==> src/common/carfield_pkg.sv <==
/*
  SoC address map and bus widths.
  The L2 span size depends on the L2BankWords module parameter, so only
  its base lives here. The linear window starts at L2Base + 8*L2BankWords.
  Mailbox offsets assume word-aligned accesses; byte lanes are ignored.
*/
package carfield_pkg;

  localparam int unsigned AddrWidth = 32;
  localparam int unsigned DataWidth = 32;

  // L2 span base, interleaved window first
  localparam logic [AddrWidth-1:0] L2Base = 32'h7800_0000;

  // Safety island mailbox
  localparam logic [AddrWidth-1:0] SafetyIslandBase  = 32'h6000_0000;
  localparam int unsigned          SafetyIslandWords = 4;

  // Decoder targets
  typedef enum logic [1:0] {
    TgtNone   = 2'd0,
    TgtL2     = 2'd1,
    TgtSafety = 2'd2
  } target_e;

  // Mailbox word offsets
  typedef enum logic [1:0] {
    MboxScratch0 = 2'd0,
    MboxScratch1 = 2'd1,
    MboxScratch2 = 2'd2,
    MboxDoorbell = 2'd3
  } mbox_reg_e;

endpackage

==> src/common/mem_bus_if.sv <==
/*
  Request/response bundle between the address decoder and a target.
  req is a single-cycle strobe, addr is the word offset in the target
  region. rdata is valid in the cycle after a read strobe. No back-pressure.
*/
`timescale 1ns/10ps

interface mem_bus_if;

  logic                               req;
  logic                               we;
  logic [carfield_pkg::AddrWidth-3:0] addr;
  logic [carfield_pkg::DataWidth-1:0] wdata;
  logic [carfield_pkg::DataWidth-1:0] rdata;

  modport host (
    output req, we, addr, wdata,
    input  rdata
  );

  modport device (
    input  req, we, addr, wdata,
    output rdata
  );

endinterface

==> src/safety_island/safety_mailbox.sv <==
/*
  Safety island mailbox: three scratch words and a doorbell.
  Bit 0 of a doorbell write sets the interrupt level directly.
  Reads return data one cycle after the strobe; doorbell reads give
  the level in bit 0.
*/
`timescale 1ns/10ps

module safety_mailbox (
  input  logic       clk_i,
  input  logic       rst_i,
  mem_bus_if.device  bus_i,
  output logic       safety_irq_o
);

  localparam int unsigned RegBits = $clog2(carfield_pkg::SafetyIslandWords);

  carfield_pkg::mbox_reg_e            reg_sel;
  logic [carfield_pkg::DataWidth-1:0] scratch_q [3];
  logic                               doorbell_q;
  logic [carfield_pkg::DataWidth-1:0] rdata_q;

  assign reg_sel = carfield_pkg::mbox_reg_e'(bus_i.addr[RegBits-1:0]);

  // Control and scratch state
  always_ff @(posedge clk_i) begin
    if (rst_i) begin
      scratch_q[0] <= '0;
      scratch_q[1] <= '0;
      scratch_q[2] <= '0;
      doorbell_q   <= 1'b0;
    end else if (bus_i.req && bus_i.we) begin
      if (reg_sel == carfield_pkg::MboxDoorbell) begin
        doorbell_q <= bus_i.wdata[0];
      end else begin
        scratch_q[reg_sel] <= bus_i.wdata;
      end
    end
  end

  // Read path
  always_ff @(posedge clk_i) begin
    if (bus_i.req && !bus_i.we) begin
      if (reg_sel == carfield_pkg::MboxDoorbell) begin
        rdata_q <= {{(carfield_pkg::DataWidth-1){1'b0}}, doorbell_q};
      end else begin
        rdata_q <= scratch_q[reg_sel];
      end
    end
  end

  assign bus_i.rdata  = rdata_q;
  assign safety_irq_o = doorbell_q;

endmodule

==> src/flat_wrapper.sv <==
// flat-port wrapper written by rule: the top's interface ports become plain ports
module safety_mailbox_flat 
  (clk_i, rst_i, safety_irq_o, bus_i_req, bus_i_we, bus_i_addr, bus_i_wdata, bus_i_rdata);
  mem_bus_if bus_i_i ();
  input  logic clk_i;
  input  logic rst_i;
  output logic safety_irq_o;
  input wire logic [$bits(bus_i_i.req)-1:0] bus_i_req;
  input wire logic [$bits(bus_i_i.we)-1:0] bus_i_we;
  input wire logic [$bits(bus_i_i.addr)-1:0] bus_i_addr;
  input wire logic [$bits(bus_i_i.wdata)-1:0] bus_i_wdata;
  output wire logic [$bits(bus_i_i.rdata)-1:0] bus_i_rdata;
  assign bus_i_i.req = bus_i_req;
  assign bus_i_i.we = bus_i_we;
  assign bus_i_i.addr = bus_i_addr;
  assign bus_i_i.wdata = bus_i_wdata;
  assign bus_i_rdata = bus_i_i.rdata;
  safety_mailbox u_core (.clk_i(clk_i), .rst_i(rst_i), .bus_i(bus_i_i), .safety_irq_o(safety_irq_o));
endmodule
==> config.mk <==
export PLATFORM = sky130hd
export DESIGN_NAME = safety_mailbox_flat
export DESIGN_NICKNAME = d
export VERILOG_FILES = /design/src/common/carfield_pkg.sv /design/src/common/mem_bus_if.sv /design/src/safety_island/safety_mailbox.sv /design/src/flat_wrapper.sv
export SDC_FILE = /design/constraint.sdc
export NUM_CORES = 1
export LEC_CHECK = 0
export BUFFER_PORTS_ARGS = -buffer_cell sky130_fd_sc_hd__buf_2
export CAP_MARGIN = 15
export CORE_ASPECT_RATIO = 0.7
export CORE_MARGIN = 4
export CORE_UTILIZATION = 35
export CTS_CLUSTER_DIAMETER = 120
export DETAILED_ROUTE_END_ITERATION = 10
export GPL_TIMING_DRIVEN = 1
export PLACE_DENSITY_LB_ADDON = 0.25
export SLEW_MARGIN = 0
export SYNTH_ARGS = -nofsm -noshare
export SYNTH_HDL_FRONTEND = slang
export SYNTH_SLANG_ARGS = --single-unit
==> constraint.sdc <==
create_clock -name clk_i -period 9.1 [get_ports clk_i]
set_clock_uncertainty 0.05 [all_clocks]
set_input_delay 1.82 -clock clk_i [delete_from_list [all_inputs] [get_ports clk_i]]
set_output_delay 1.82 -clock clk_i [all_outputs]
set_load 0.05 [all_outputs]
# ---- Yosys cells after proc, flatten, opt, wreduce, memory -nomap -nowiden
# Memory sizes are Yosys's and may differ from the RTL's.
# Cells that the tools add are included.
dict set report totals {
  word_cells 20
  in_bits 66
  memories 1
  ramBits 96
  register_bits 33
}
dict set report classes {
  n_mux 10
  n_eq_ne 1
  reduce_logical 5
}
# memory depth width rd rd_ports_with_merged_regs wr line
set mem_list {}
lappend mem_list {u_core.scratch_q 3 32 1 0 3 safety_mailbox.sv:19} ;# logic [carfield_pkg::DataWidth-1:0] scratch_q [3];
# op n
set ops {}
lappend ops {{32-bit two-way mux} 1}
lappend ops {{32-bit OR reduction} 1}
lappend ops {{1-bit two-way mux} 8}
lappend ops {{2-bit equality test, second input constant} 1}
lappend ops {{1-bit logical AND} 2}
lappend ops {{2-bit two-way mux} 1}
lappend ops {{2-bit AND reduction} 1}
lappend ops {{1-bit zero test} 1}

# ---- Depth between registers and ports, before layout
dict set report logic_depth {
  word_depth 7
  depth_mapped 5
  ltp_nobuf 2
}

# ---- Worst setup path after synthesis
# Ideal clock, no wire load.
dict set report synth_timing {
  kind {input port to flip-flop}
  from {in bus_i_addr[0]}
  to {mem u_core.scratch_q[0][0] (netlist bit), enable pin}
  t_arrival_ps 3980
  required_time_ps 8622
  setup_ps 428
  n_path_buf 3
  slack_ps 4642
  cell_stages 5
  cell_sequence {buf_4 -> or2_1 -> buf_6 -> buf_6 -> o21bai_1}
}
# element line
set synth_rtl {}
lappend synth_rtl {{start: declaration} flat_wrapper.sv:10} ;# input wire logic [$bits(bus_i_i.addr)-1:0] bus_i_addr;
lappend synth_rtl {{end: declaration} safety_mailbox.sv:19}

==> impl_metrics.json <==
{
  "run_status": "completed",
  "syn_inst": 367,
  "initial_antenna_violation_count": 0,
  "clock_sinks": 129,
  "nets_final": 491,
  "grt-ovfl-total": 0,
  "detail_route.first_pass.iterations": 5,
  "critical_path.slowest_cell": "sky130_fd_sc_hd__o21bai_4",
  "timing.max_cap.violations": 0,
  "setup_repair_after_global_routing_missed_its_margin": "no",
  "crit_required_ns": 9.07,
  "numCtsBuffers": 17,
  "num_io_pins": 99,
  "worst_r2r_endpoint": "u_core.bus_i.rdata[0]",
  "routed_wirelength_mm": 11.7,
  "routedWlPerCell_um": 18.4,
  "timing.final.crit_share_pct": 47.8,
  "fp.dieW_um": 158,
  "leading_post_synthesis_cells_by_instance_count": "sky130_fd_sc_hd__edfxtp_1 (128), sky130_fd_sc_hd__nor3_1 (67), sky130_fd_sc_hd__inv_1 (32), sky130_fd_sc_hd__mux2i_1 (32), sky130_fd_sc_hd__o2bb2ai_1 (31)",
  "final.setup.worst_slack_ns": 4.75,
  "criticalPathCategory": "input pin to flop",
  "area_growth_syn_to_layout_pct": 18.4,
  "die_area_um2": 17800,
  "power.leakage_nw": 2.35,
  "antennaDiodeCount": 0,
  "vdd_ir_drop_max_uv": 110,
  "critPathBufInv": 1,
  "path_clk_slew_ns": 0.05,
  "clock_tree.root_cell": "sky130_fd_sc_hd__clkbuf_16",
  "drt_antenna_net_count": 0,
  "crit_fanout": 37,
  "holdCritPathClass": "flop to flop",
  "cts_hold_buffers": 0,
  "crit_chain": "buf_2 > nand2b_2 > o21bai_4",
  "setup_violating_endpoint_count_in_the_final_report": 0,
  "post-cts-setup-buffer-count": 0,
  "hold_end": "u_core.safety_irq_o",
  "hold-path-cell-count": 2,
  "critical-path-max-stage-delay_ns": 1.10,
  "post_synth.cell_area_avg_um2": 15.0,
  "cts_tree": "yes",
  "min-delay-start": "u_core.safety_irq_o",
  "port-buffer-count": 70,
  "synth.largest_area_cell": "sky130_fd_sc_hd__edfxtp_1",
  "final_layout_size_suffix_gt1_share_pct": 30.7,
  "hold_viol": 0,
  "r2r-start": "u_core.scratch_q[1][0]",
  "synth.area.top_cells": "sky130_fd_sc_hd__edfxtp_1 (70%), sky130_fd_sc_hd__nor3_1 (6.1%), sky130_fd_sc_hd__mux2i_1 (5.8%)",
  "yosys_warnings": 0,
  "r2r_slack_ns": 7.97,
  "final-max-slew-violation-count": 0,
  "dp_hpwl_mm": 6.08,
  "dpl_worst_slack_ns": 4.23,
  "drt_iter0_markers": 188,
  "gp_routability_congestion": 0.674,
  "placementRows": 38,
  "ff2ff_path_depth": 1,
  "routed_via_density": 4.99,
  "type_of_destination_of_the_critical_path": "flop",
  "pwr_density_cell_nw_per_um2": 221,
  "synth_nets": 433,
  "initial_core_util_pct": 35.7,
  "synth_edf_count": 128,
  "count_of_state_elements_after_synthesis": 129,
  "total_power_mw": 1.44,
  "async_flop_share_pct": 0,
  "register_area_share_after_synthesis_pct": 70.1,
  "final_core_utilization_pct": 42.2,
  "dr_total_vias": 3178,
  "dominant_cell_by_count_in_the_synthesized_netlist": "sky130_fd_sc_hd__edfxtp_1",
  "postCtsResizedCells": 0,
  "mappedNetlistArea_um2": 5510,
  "die_h_um": 113,
  "synthDistinctLibCells": 19,
  "period_minus_slack_ns": 4.35,
  "fmax_mhz": 230,
  "final.setup.tns_ns": 0,
  "grt.total_usage_pct": 13.6,
  "clock_path_buffers": 2,
  "grt_start_max_net_pins": 97,
  "drc": 0,
  "grt_pass1_wl_mm": 18.2,
  "first_global_vias": 3297,
  "critPathArrivalTime_ns": 4.32,
  "worstSetupStartpointType": "input pin",
  "ys.flop_type": "sky130_fd_sc_hd__edfxtp_1",
  "cp_top_family": "compound AO/OA/AOI/OAI gates",
  "fp.coreArea_um2": 15500,
  "ctsHtreeMaxLevel": 4,
  "timing_worst_slew_pin_value_ns": 1.19,
  "worst_slew_margin_rel_pct": 21.0,
  "synth_top_area_share_pct": 69.8,
  "insertion_delay_to_the_later_sink_of_the_worst_skew_pair_ns": 0.40
}
[layout by cell type (no fill, tap or decap), drive strengths merged]
master   count
clkbuf      22
mux4         1
inv         32
bufinv       2
dfxtp        1
nor2b        2
clkinv       7
nand3b       1
mux2i       32
o2bb2ai     31
nand2b       4
or2          1
buf         72
nand2        1
o21bai       3
nor3        96
nand4        1
edfxtp     128
[how the worst max path moves through the flow]
stage	startpoint	depth (start not counted)	to
after floorplan	bus_i_addr[0]	5	u_core.scratch_q[0][0]
after CTS	bus_i_addr[1]	3	u_core.scratch_q[2][14]
after global placement	bus_i_addr[1]	3	u_core.scratch_q[2][11]
final	bus_i_addr[1]	3	u_core.scratch_q[2][27]
after global routing	bus_i_addr[1]	3	u_core.scratch_q[2][21]
after detailed placement	bus_i_addr[1]	3	u_core.scratch_q[2][11]
[registers in the layout, indices dropped and copies added, names as in the netlist]
signal and count:
u_core.safety_irq_o 1, u_core.scratch_q 96, u_core.bus_i.rdata 32
[power by group]
part           internal, mW  leakage, nW  switching, mW  total [mW]
logic                0.0299        0.836         0.0835       0.113
registers             0.693         1.25        0.00823       0.701
clock network         0.396        0.264          0.233       0.629
[final cells by class]
cell class	count	area, um^2
fill	1443	8930
sequential	129	3860
multi-input combinational	173	1390
clock buffer	22	444
timing repair buffer	72	365
tap	200	250
inverter	32	120
clock inverter	9	91.3
[stage by stage]
step	hold WS (ns)	instances	area [um^2]
after detailed placement	0.441	606	5990
after global routing	0.490	637	6530
after global placement	0.431	606	5990
after floorplan	0.453	367	5510
final	0.450	637	6530
after CTS	0.455	637	6530
[logic make-up (layout without fill, tap and decap cells)]
logic type | Yosys count | count (layout) | share of synthesized area, %
DFF | 129 | 129 | 70.1
and+or+nand+nor | 106 | 106 | 12.7
buffers and inverters | 65 | 135 | 5.61
AOI/OAI and AO/OA | 34 | 34 | 5.34
muxes | 33 | 33 | 6.22
[per-layer routing]
metal | vias up | global-route usage, % | part of all wire (%)
met5 | - | 0 | 0
met1 | 1568 | 18.4 | 46
met3 | 7 | 3.90 | 6.6
met2 | 95 | 21.3 | 47
li1 | 1508 | - | -
met4 | 0 | 4.26 | 0.81
Note: power is estimated with default switching activity, not from simulation.
