**config.mk**
```make
export PLATFORM = sky130hd
export DESIGN_NAME = periph_demux_flat
export DESIGN_NICKNAME = d
export VERILOG_FILES = /design/src/common/carfield_pkg.sv /design/src/common/car_l2_pkg.sv /design/src/common/mem_bus_if.sv /design/src/hw/periph_demux.sv /design/src/flat_wrapper.sv
export SDC_FILE = /design/constraint.sdc
export NUM_CORES = 1
export LEC_CHECK = 0
export BUFFER_PORTS_ARGS = -buffer_cell sky130_fd_sc_hd__buf_2
export CORE_AREA = 2 2 113 115
export DETAILED_ROUTE_END_ITERATION = 6
export DIE_AREA = 0 0 115 117
export GPL_TIMING_DRIVEN = 1
export HOLD_SLACK_MARGIN = 0.15
export SYNTH_ARGS = -nofsm -noshare
export SYNTH_HDL_FRONTEND = slang
export SYNTH_SLANG_ARGS = --single-unit
```
**constraint.sdc**
```tcl
create_clock -name clk_i -period 3.7 [get_ports clk_i]
set_input_delay 0.74 -clock clk_i [delete_from_list [all_inputs] [get_ports clk_i]]
set_output_delay 0.74 -clock clk_i [all_outputs]
set_load 0.03 [all_outputs]
```
**src/common/carfield_pkg.sv**
```systemverilog
/*
  SoC address map and bus widths.
  The L2 span size depends on the L2BankWords module parameter, so only
  its base lives here. The linear window starts at L2Base + 8*L2BankWords.
  Mailbox offsets assume word-aligned accesses; byte lanes are ignored.
*/
package carfield_pkg;

  localparam int unsigned AddrWidth = 32;
  localparam int unsigned DataWidth = 32;

  // L2 span base, interleaved window first
  localparam logic [AddrWidth-1:0] L2Base = 32'h7800_0000;

  // Safety island mailbox
  localparam logic [AddrWidth-1:0] SafetyIslandBase  = 32'h6000_0000;
  localparam int unsigned          SafetyIslandWords = 4;

  // Decoder targets
  typedef enum logic [1:0] {
    TgtNone   = 2'd0,
    TgtL2     = 2'd1,
    TgtSafety = 2'd2
  } target_e;

  // Mailbox word offsets
  typedef enum logic [1:0] {
    MboxScratch0 = 2'd0,
    MboxScratch1 = 2'd1,
    MboxScratch2 = 2'd2,
    MboxDoorbell = 2'd3
  } mbox_reg_e;

endpackage

```
**src/common/car_l2_pkg.sv**
```systemverilog
/*
  L2 organization.
  Bank count must be a power of two. Each addressing window spans
  L2NumBanks * L2BankWords words. The two windows alias the same storage.
*/
package car_l2_pkg;

  localparam int unsigned L2NumBanks = 2;

  // Window select, taken from the offset bit above the window size
  typedef enum logic {
    L2Interleaved = 1'b0,
    L2Linear      = 1'b1
  } l2_mode_e;

endpackage

```
**src/common/mem_bus_if.sv**
```systemverilog
/*
  Request/response bundle between the address decoder and a target.
  req is a single-cycle strobe, addr is the word offset in the target
  region. rdata is valid in the cycle after a read strobe. No back-pressure.
*/
`timescale 1ns/10ps

interface mem_bus_if;

  logic                               req;
  logic                               we;
  logic [carfield_pkg::AddrWidth-3:0] addr;
  logic [carfield_pkg::DataWidth-1:0] wdata;
  logic [carfield_pkg::DataWidth-1:0] rdata;

  modport host (
    output req, we, addr, wdata,
    input  rdata
  );

  modport device (
    input  req, we, addr, wdata,
    output rdata
  );

endinterface

```
**src/hw/periph_demux.sv**
```systemverilog
/*
  Host address decoder.
  Requests are forwarded combinationally; the response tag is registered
  for one cycle. Unmapped accesses complete with err_o and zero data.
  Byte offset bits [1:0] are dropped, so accesses are word-wide.
*/
`timescale 1ns/10ps

module periph_demux #(
  parameter int unsigned L2BankWords = 256
) (
  input  logic                               clk_i,
  input  logic                               rst_i,
  input  logic                               req_i,
  input  logic                               we_i,
  input  logic [carfield_pkg::AddrWidth-1:0] addr_i,
  input  logic [carfield_pkg::DataWidth-1:0] wdata_i,
  output logic [carfield_pkg::DataWidth-1:0] rdata_o,
  output logic                               rvalid_o,
  output logic                               err_o,
  mem_bus_if.host                            l2_o,
  mem_bus_if.host                            safety_o
);

  // Two aliased windows of L2NumBanks * L2BankWords words each
  localparam logic [carfield_pkg::AddrWidth-1:0] L2SpanBytes =
    2 * car_l2_pkg::L2NumBanks * L2BankWords * 4;
  localparam logic [carfield_pkg::AddrWidth-1:0] MboxBytes =
    carfield_pkg::SafetyIslandWords * 4;

  logic [carfield_pkg::AddrWidth-1:0] l2_off;
  logic [carfield_pkg::AddrWidth-1:0] sf_off;
  carfield_pkg::target_e              tgt;
  carfield_pkg::target_e              tgt_q;
  logic                               rvalid_q;
  logic                               we_q;

  // Offsets wrap below the base, so one unsigned compare covers both bounds
  assign l2_off = addr_i - carfield_pkg::L2Base;
  assign sf_off = addr_i - carfield_pkg::SafetyIslandBase;

  always_comb begin
    tgt = carfield_pkg::TgtNone;
    if (l2_off < L2SpanBytes) begin
      tgt = carfield_pkg::TgtL2;
    end else if (sf_off < MboxBytes) begin
      tgt = carfield_pkg::TgtSafety;
    end
  end

  assign l2_o.req   = req_i && (tgt == carfield_pkg::TgtL2);
  assign l2_o.we    = we_i;
  assign l2_o.addr  = l2_off[carfield_pkg::AddrWidth-1:2];
  assign l2_o.wdata = wdata_i;

  assign safety_o.req   = req_i && (tgt == carfield_pkg::TgtSafety);
  assign safety_o.we    = we_i;
  assign safety_o.addr  = sf_off[carfield_pkg::AddrWidth-1:2];
  assign safety_o.wdata = wdata_i;

  // Response tag
  always_ff @(posedge clk_i) begin
    if (rst_i) begin
      rvalid_q <= 1'b0;
      we_q     <= 1'b0;
      tgt_q    <= carfield_pkg::TgtNone;
    end else begin
      rvalid_q <= req_i;
      we_q     <= we_i;
      tgt_q    <= tgt;
    end
  end

  assign rvalid_o = rvalid_q;
  assign err_o    = rvalid_q && (tgt_q == carfield_pkg::TgtNone);

  always_comb begin
    rdata_o = '0;
    if (rvalid_q && !we_q) begin
      case (tgt_q)
        carfield_pkg::TgtL2:     rdata_o = l2_o.rdata;
        carfield_pkg::TgtSafety: rdata_o = safety_o.rdata;
        default:                 rdata_o = '0;
      endcase
    end
  end

endmodule

```
**src/flat_wrapper.sv**
```systemverilog
// flat-port wrapper written by rule: the top's interface ports become plain ports
module periph_demux_flat 
#(
  parameter int unsigned L2BankWords = 256
)
  (clk_i, rst_i, req_i, we_i, addr_i, wdata_i, rdata_o, rvalid_o, err_o, l2_o_req, l2_o_we, l2_o_addr, l2_o_wdata, l2_o_rdata, safety_o_req, safety_o_we, safety_o_addr, safety_o_wdata, safety_o_rdata);
  mem_bus_if l2_o_i ();
  mem_bus_if safety_o_i ();
  input  logic clk_i;
  input  logic rst_i;
  input  logic req_i;
  input  logic we_i;
  input  logic [carfield_pkg::AddrWidth-1:0] addr_i;
  input  logic [carfield_pkg::DataWidth-1:0] wdata_i;
  output logic [carfield_pkg::DataWidth-1:0] rdata_o;
  output logic rvalid_o;
  output logic err_o;
  output wire logic [$bits(l2_o_i.req)-1:0] l2_o_req;
  output wire logic [$bits(l2_o_i.we)-1:0] l2_o_we;
  output wire logic [$bits(l2_o_i.addr)-1:0] l2_o_addr;
  output wire logic [$bits(l2_o_i.wdata)-1:0] l2_o_wdata;
  input wire logic [$bits(l2_o_i.rdata)-1:0] l2_o_rdata;
  output wire logic [$bits(safety_o_i.req)-1:0] safety_o_req;
  output wire logic [$bits(safety_o_i.we)-1:0] safety_o_we;
  output wire logic [$bits(safety_o_i.addr)-1:0] safety_o_addr;
  output wire logic [$bits(safety_o_i.wdata)-1:0] safety_o_wdata;
  input wire logic [$bits(safety_o_i.rdata)-1:0] safety_o_rdata;
  assign l2_o_req = l2_o_i.req;
  assign l2_o_we = l2_o_i.we;
  assign l2_o_addr = l2_o_i.addr;
  assign l2_o_wdata = l2_o_i.wdata;
  assign l2_o_i.rdata = l2_o_rdata;
  assign safety_o_req = safety_o_i.req;
  assign safety_o_we = safety_o_i.we;
  assign safety_o_addr = safety_o_i.addr;
  assign safety_o_wdata = safety_o_i.wdata;
  assign safety_o_i.rdata = safety_o_rdata;
  periph_demux #(.L2BankWords(L2BankWords)) u_core (.clk_i(clk_i), .rst_i(rst_i), .req_i(req_i), .we_i(we_i), .addr_i(addr_i), .wdata_i(wdata_i), .rdata_o(rdata_o), .rvalid_o(rvalid_o), .err_o(err_o), .l2_o(l2_o_i), .safety_o(safety_o_i));
endmodule
```
Yosys cells after proc, flatten, opt, wreduce, memory -nomap -nowiden
Index checks and enable logic that the tools add are counted.
W data, S select, Z words.

word-level totals
  flip-flop bits (word level) = 4
  input bits = 132
  output and inout port bits = 162
  word-level logic and storage cells = 21

cells by class
  add/subtract/negate cells = 2
  $lt $le $gt $ge = 2
  equal/unequal tests = 4
  muxes and demuxes = 4
  reductions and logical operators = 6

operators by type and width
  operator                  count
  $pmux W32 S2              1
  $sub A32 B31 Y32 const B  2
  $lt A32 B13 Y1 const B    1
  $lt A32 B5 Y1 const B     1
  $mux W32                  1
  $eq A2 B1 Y1 const B      2
  $eq A2 B2 Y1 const B      2
  $logic_and A1 B1 Y1       4
  $mux W2                   2
  $logic_not A2 Y1          1
  $logic_not A1 Y1          1

Depth between registers and ports, before layout
Gate-level depths: netlist (run 1).

  word-level depth = 6
  gate-level depth with buffers = 5
  mapped depth without buffers = 4

Worst setup path after synthesis (run 1)
Ideal clock, no wire load.

  path kind = input to output
  from = in addr_i[29] (netlist name)
  to = out safety_o_req
  arrival time = 2022 ps
  data required time = 2960 ps
  slack = 938 ps
  stages on the path = 4
  path buffers = 0
  cell sequence = ha_1 > nor4_1 > nand4_1 > nor2_1

on the way
  longest elaborated chain between the ends = 6
  elaborated cells between the ends (all ways) = 8
  classes of those cells = add/sub: 2; order compare: 2; eq/ne: 1; mux: 2; reduce/logical: 1

RTL lines
  element                  line                text
  from (decl)              flat_wrapper.sv:13  input logic [carfield_pkg::AddrWidth-1:0] addr_i;
  $sub A32 B31 Y32         periph_demux.sv:40  assign sf_off = addr_i - carfield_pkg::SafetyIslandBase;
  $lt A32 B5 Y1            periph_demux.sv:46  end else if (sf_off < MboxBytes) begin
  $mux W2                  periph_demux.sv:46
  $mux W2 (*)              periph_demux.sv:44  if (l2_off < L2SpanBytes) begin
  $eq A2 B2 Y1 (*)         periph_demux.sv:56  assign safety_o.req = req_i && (tgt == carfield_pkg::TgtSafety);
  $logic_and A1 B1 Y1 (*)  periph_demux.sv:56
  to (decl)                flat_wrapper.sv:23  output wire logic [$bits(safety_o_i.req)-1:0] safety_o_req;

Every way passes the cells marked *; elsewhere a longest branch is shown, timed or not.

Final worst setup path (run 1)
Same ends and word-level chain as after synthesis.

==> results by group, run 1 <==
Timing
  • Post-Route Hold Slack: 719 ps
  • Final Max Tran Viols: 0
  • Post-route clock period utilization: 0.743
  • Final setup vio count: 0
  • Unrepaired setup endpoints after global routing: no
  • F_max: 0.364 GHz
  • Slew @ Worst Pin: 408 ps
  • Final worst path period need: 2750 ps
  • Max_slew headroom: 0.726
  • Final worst slack: 952 ps
  • Total Neg Setup Slack: 0 ps
  • Final count of hold timing violations: 0

Drt
  • M1 WL: 1840 µm
  • Final ANT Viol Nets: 0
  • Via count: 1755
  • Uppermost layer routed: met4
  • Via density: 3.87
  • First DRT Iteration DRCs: 35
  • WL met3: 760 µm
  • Post-Route WL: 5610 µm
  • Residual DRC: 0
  • Met2 Routed Length: 2750 µm
  • Drt pass-1 iters: 4
  • Wire per inst: 12.4 µm

Placement
  • Gpl congestion: between 0.7 and 0.8
  • Port buffer count: between 150 and 200
  • DP Worst Slack: approximately 920 ps
  • Placed Cells: 450
  • DP HPWL: 4780 µm

Die
  • Placeable Area: about 12000 µm²
  • # IOs: between 200 and 300
  • DIE WIDTH: 115 µm
  • Die area: 13500 µm²
  • Die H: between 100 and 150 µm
  • Initial core utilization: 0.135
  • Row count: 41

Logic synthesis
  • Synth top area share: 0.534
  • Synth Cell Area: 1660 µm²
  • Synth area leaders: buf_4 (53%), a22oi_1 (14%), nor2_1 (7.7%)
  • Seq/Total Area, Yosys: 0.0483
  • Ys flop type: dfxtp_1
  • Post-synth EDFFs: 0
  • Most common cell in the synthesized netlist: buf_4
  • Synth Net Count: 373
  • Area leader, netlist: buf_4
  • Syn Inst Count: roughly 240
  • Synth Register Bits: 4
  • Async SR Flop Fraction: 0
  • Commonest cells post-synth: buf_4 (118), nor2_1 (34), a22oi_1 (32)
  • Mean post-synth cell area: 7.03 µm²
  • Post-synth cell types: 23
  • Synth warn: 0

Worst setup path
  • Worst setup SP type: primary input
  • Critical path class: in -> out
  • Top delay family on crit path: simple AND/OR/NAND/NOR gates
  • CP max FO: 9
  • Most frequent CP cell: buf_2
  • CP arrival: 2010 ps
  • CP Data Required Time: 2960 ps
  • Critical-path top delay cell: ha_1
  • Crit path buffers/inverters: 2
  • Worst path max stage delay: between 300 and 400 ps
  • Critical Path Sink Type: primary output
  • Crit-path cells: buf_2 -> ha_1 -> nor4_1 -> nand4_1 -> nor2_1 -> buf_2

Clock tree
  • Num Clock Sinks: 4
  • Clock transition at path regs: 30 ps
  • # H-tree levels: 1
  • Hold_buf cts: 0
  • Clk root buf: clkbuf_16
  • CTS Buffer Depth: 2
  • Cts bufs inserted: 3
  • CTS tree: yes
  • Post-CTS setup buffers: 0
  • Post-cts resize count: 0

Layout
  • Antenna Cells: 0
  • Filler Cell Count: 1446
  • Area Growth Syn to Fin: 18.1%
  • Layout cell share with drive strength beyond 1: 0.650
  • Layout Nets: 442
  • Final std cells w/o fill: roughly 450

Job
  • Max-Cap Viols: 0

Pwr
  • Sw Pwr: 0.152 mW
  • VDD IR max: 0.000187 V
  • Sequential power share: 0.112
  • Pwr per Cell Area: 205 nW/µm²
  • Logic pwr share: 0.473
  • Clk pwr share: 0.415
  • Lkg Pwr: 1.00 nW
  • Pint: 0.251 mW
  • Sw Share: 0.377

Global routing
  • Via count of the first global-routing pass: 1468
  • Pin count of the biggest net entering global routing: 33
  • Gr usage total: 0.0680
  • Initial antenna violation count: 0
  • Gr ovfl total: 0
  • First-pass GRT wire length: 7110 µm

Status
  • Outcome: finished clean

Hold path
  • Worst Hold Class: in -> reg
[flip-flops by register name (all words and copies together) (netlist names)]
register         cells
u_core.rvalid_o      1
u_core.tgt_q         2
u_core.we_q          1
[path summary, 6_finish.rpt]
path	from	end	slack, ps	depth (start not counted)
max	addr_i[29]	safety_o_req	950	6
min	rst_i	u_core.rvalid_o$_SDFF_PP0_	720	2
[per-stage QoR]
| stage | instance area (µm²) | utilization | total power [mW] |
|---|---|---|---|
| finish | 1960 | 0.159 | 0.402 |
| global route | 1960 | 0.159 | 0.423 |
| CTS | 1960 | 0.159 | 0.407 |
| detailed placement | 1880 | 0.153 | 0.237 |
| global placement | 1880 | 0.153 | 0.236 |
| floorplan | 1660 | - | 0.320 |
[power by group through the flow]
stage	Clock, mW	Sequential, mW	Combinational (mW)
6_report	0.167	0.0452	0.190
5_1_grt	0.175	0.0454	0.202
4_1_cts	0.170	0.0453	0.192
3_5_place_dp	0	0.0459	0.191
3_3_place_gp	0	0.0459	0.190
2_1_floorplan	0	0.0467	0.273
[metal layers]
layer  up-vias  track usage
li1        813            -
met1       757       0.0627
met2       153        0.135
met3        32       0.0196
met4         0       0.0361
met5         -            0
[placed cells by master, fill, tap and decap left out]
master / n
buf_2: 189
nor2_1: 34
a22oi_1: 32
nor4_1: 6
inv_1: 5
ha_1: 5
dfxtp_1: 4
xor2_1: 3
nand4_1: 3
clkbuf_16: 3
buf_4: 3
nand3_1: 2
nor4b_1: 2
nor3_2: 2
nor2b_1: 2
nand2_1: 1
xnor2_1: 1
nand3b_1: 1
and2_1: 1
a21o_1: 1
a211o_1: 1
nor3b_1: 1
a31oi_1: 1
[kinds of logic after synthesis]
| group | after synthesis | share of synthesized area |
|---|---|---|
| buffers and inverters | 133 | 0.572 |
| adder cells (fa/ha/maj) | 5 | 0.0377 |
| AO/OA/AOI/OAI | 35 | 0.158 |
| XOR/XNOR | 4 | 0.0211 |
| flip-flops | 4 | 0.0483 |
| AND/OR/NAND/NOR | 55 | 0.162 |
[layout make-up]
| class | count | area (µm²) | share of cell area |
|---|---|---|---|
| clock buffer | 3 | 75.1 | 0.0383 |
| inverter | 5 | 18.8 | 0.00958 |
| multi-input combinational | 99 | 629 | 0.321 |
| sequential | 4 | 80.1 | 0.0409 |
| tap | 150 | 188 | 0.0958 |
| timing repair buffer | 192 | 968 | 0.494 |
(Power assumes the default switching activity.)
==> run 2, diff against run 1 <==
clock period = 2.55 ns   (was 3.7 ns; I/O delays follow)
==> results by group, run 2 (synthesis results as in run 1) <==
Status
  • Outcome: finished clean

Pwr
  • Sequential power share: 0.112
  • Sw Pwr: 0.220 mW
  • VDD IR max: 0.000271 V
  • Pint: 0.363 mW
  • Logic pwr share: 0.473
  • Clk pwr share: 0.415
  • Sw Share: 0.377
  • Pwr per Cell Area: 298 nW/µm²
  • Lkg Pwr: 1.00 nW
  • Total power: around 0.6 mW

Layout
  • Top reg by flops: u_core.tgt_q
  • Layout cell share with drive strength beyond 1: 0.650
  • Final Util: 0.159
  • Commonest non-fill, non-tap cells in the layout: buf_2 (189), nor2_1 (34), a22oi_1 (32)
  • Layout Nets: 442
  • Max reg flops: 2
  • Post-Layout Inst Area: between 1500 and 2000 µm²
  • Area Growth Syn to Fin: 18.1%
  • Most common cell after layout, fill and taps aside: buf_2
  • Antenna Cells: 0
  • Final std cells w/o fill: 453

Worst setup path
  • Most frequent CP cell: buf_2
  • Worst path max stage delay: 320 ps
  • CP Data Required Time: approximately 2000 ps
  • Critical path class: in -> out
  • Critical Path Sink Type: primary output
  • Worst setup SP type: primary input
  • Critical-path top delay cell: ha_1
  • Crit-path cells: buf_2 -> ha_1 -> nor4_1 -> nand4_1 -> nor2_1 -> buf_2
  • CP arrival: 1780 ps
  • CP max FO: 9

Drt
  • First DRT Iteration DRCs: 36
  • Final ANT Viol Nets: 0
  • Post-Route WL: 5720 µm
  • Via density: 3.79
  • Via count: 1719
  • Wire per inst: 12.6 µm
  • Residual DRC: 0
  • Drt pass-1 iters: 4

Clock tree
  • Hold_buf cts: 0
  • Clock transition at path regs: 30 ps
  • # H-tree levels: 1
  • CTS tree: yes
  • Post-CTS setup buffers: 0
  • Num Clock Sinks: 4
  • Post-cts resize count: 0
  • Clk root buf: clkbuf_16
  • Cts bufs inserted: 3
  • CTS Buffer Depth: 2

Placement
  • DP HPWL: 4800 µm
  • Gpl congestion: 0.709
  • DP Worst Slack: 235 ps
  • Placement Cell Area: 1880 µm²
  • Port buffer count: around 190
  • Placed Cells: 450

Global routing
  • Pin count of the biggest net entering global routing: 33
  • Gr ovfl total: 0
  • Gr usage total: 0.0711
  • Via count of the first global-routing pass: 1467
  • First-pass GRT wire length: 7360 µm
  • Initial antenna violation count: 0

Timing
  • Unrepaired setup endpoints after global routing: no
  • Final worst slack: about 260 ps
  • Slew @ Worst Pin: 422 ps
  • Post-route clock period utilization: 0.900
  • Final worst path period need: roughly 2300 ps
  • Final count of hold timing violations: 0
  • F_max: around 0.44 GHz
  • Max_slew headroom: 0.716
  • Final Max Tran Viols: 0
  • Post-Route Hold Slack: 498 ps
  • Total Neg Setup Slack: 0 ps
  • Final setup vio count: 0

Die
  • Row count: 41
  • # IOs: 294
  • Die H: around 120 µm
  • Placeable Area: 12300 µm²
  • DIE WIDTH: 115 µm
  • Initial core utilization: 0.135
  • Die area: 13500 µm²

Hold path
  • Min-Delay Path Depth: 2
  • Worst Hold Class: in -> reg

Job
  • Max-Cap Viols: 0
## run 2: area by class of cell
| class | count | area [µm²] |
|---|---|---|
| tap | 150 | 188 |
| clock buffer | 3 | 75.1 |
| multi-input combinational | 99 | 629 |
| fill | 1442 | 10400 |
| sequential | 4 | 80.1 |
| inverter | 5 | 18.8 |
| timing repair buffer | 192 | 968 |
## run 2: critical path, delay by kind of cell
kind                       cells  cell delay (ps)
and+or+nand+nor                3              600
buffers and inverters          2              360
adders and majority gates      1              320
## run 2: power by group through the flow
stage / registers [mW] / clock network [mW] / logic [mW]
6_report: 0.0656 / 0.242 / 0.276
5_1_grt: 0.0659 / 0.254 / 0.294
4_1_cts: 0.0657 / 0.247 / 0.278
3_5_place_dp: 0.0665 / 0 / 0.277
3_3_place_gp: 0.0666 / 0 / 0.276
2_1_floorplan: 0.0678 / 0 / 0.396
## run 2: path summary, 6_finish.rpt
check,to,start,slack [ps]
setup / recovery,safety_o_req,addr_i[29],260
hold / removal,u_core.rvalid_o$_SDFF_PP0_,rst_i,500
## run 2: per-layer routing
metal	global-route usage	up-vias	part of all wire
met3	0.0191	29	0.13
met5	0	-	0
met4	0.0369	0	0.045
li1	-	815	-
met1	0.0617	725	0.31
met2	0.147	150	0.51
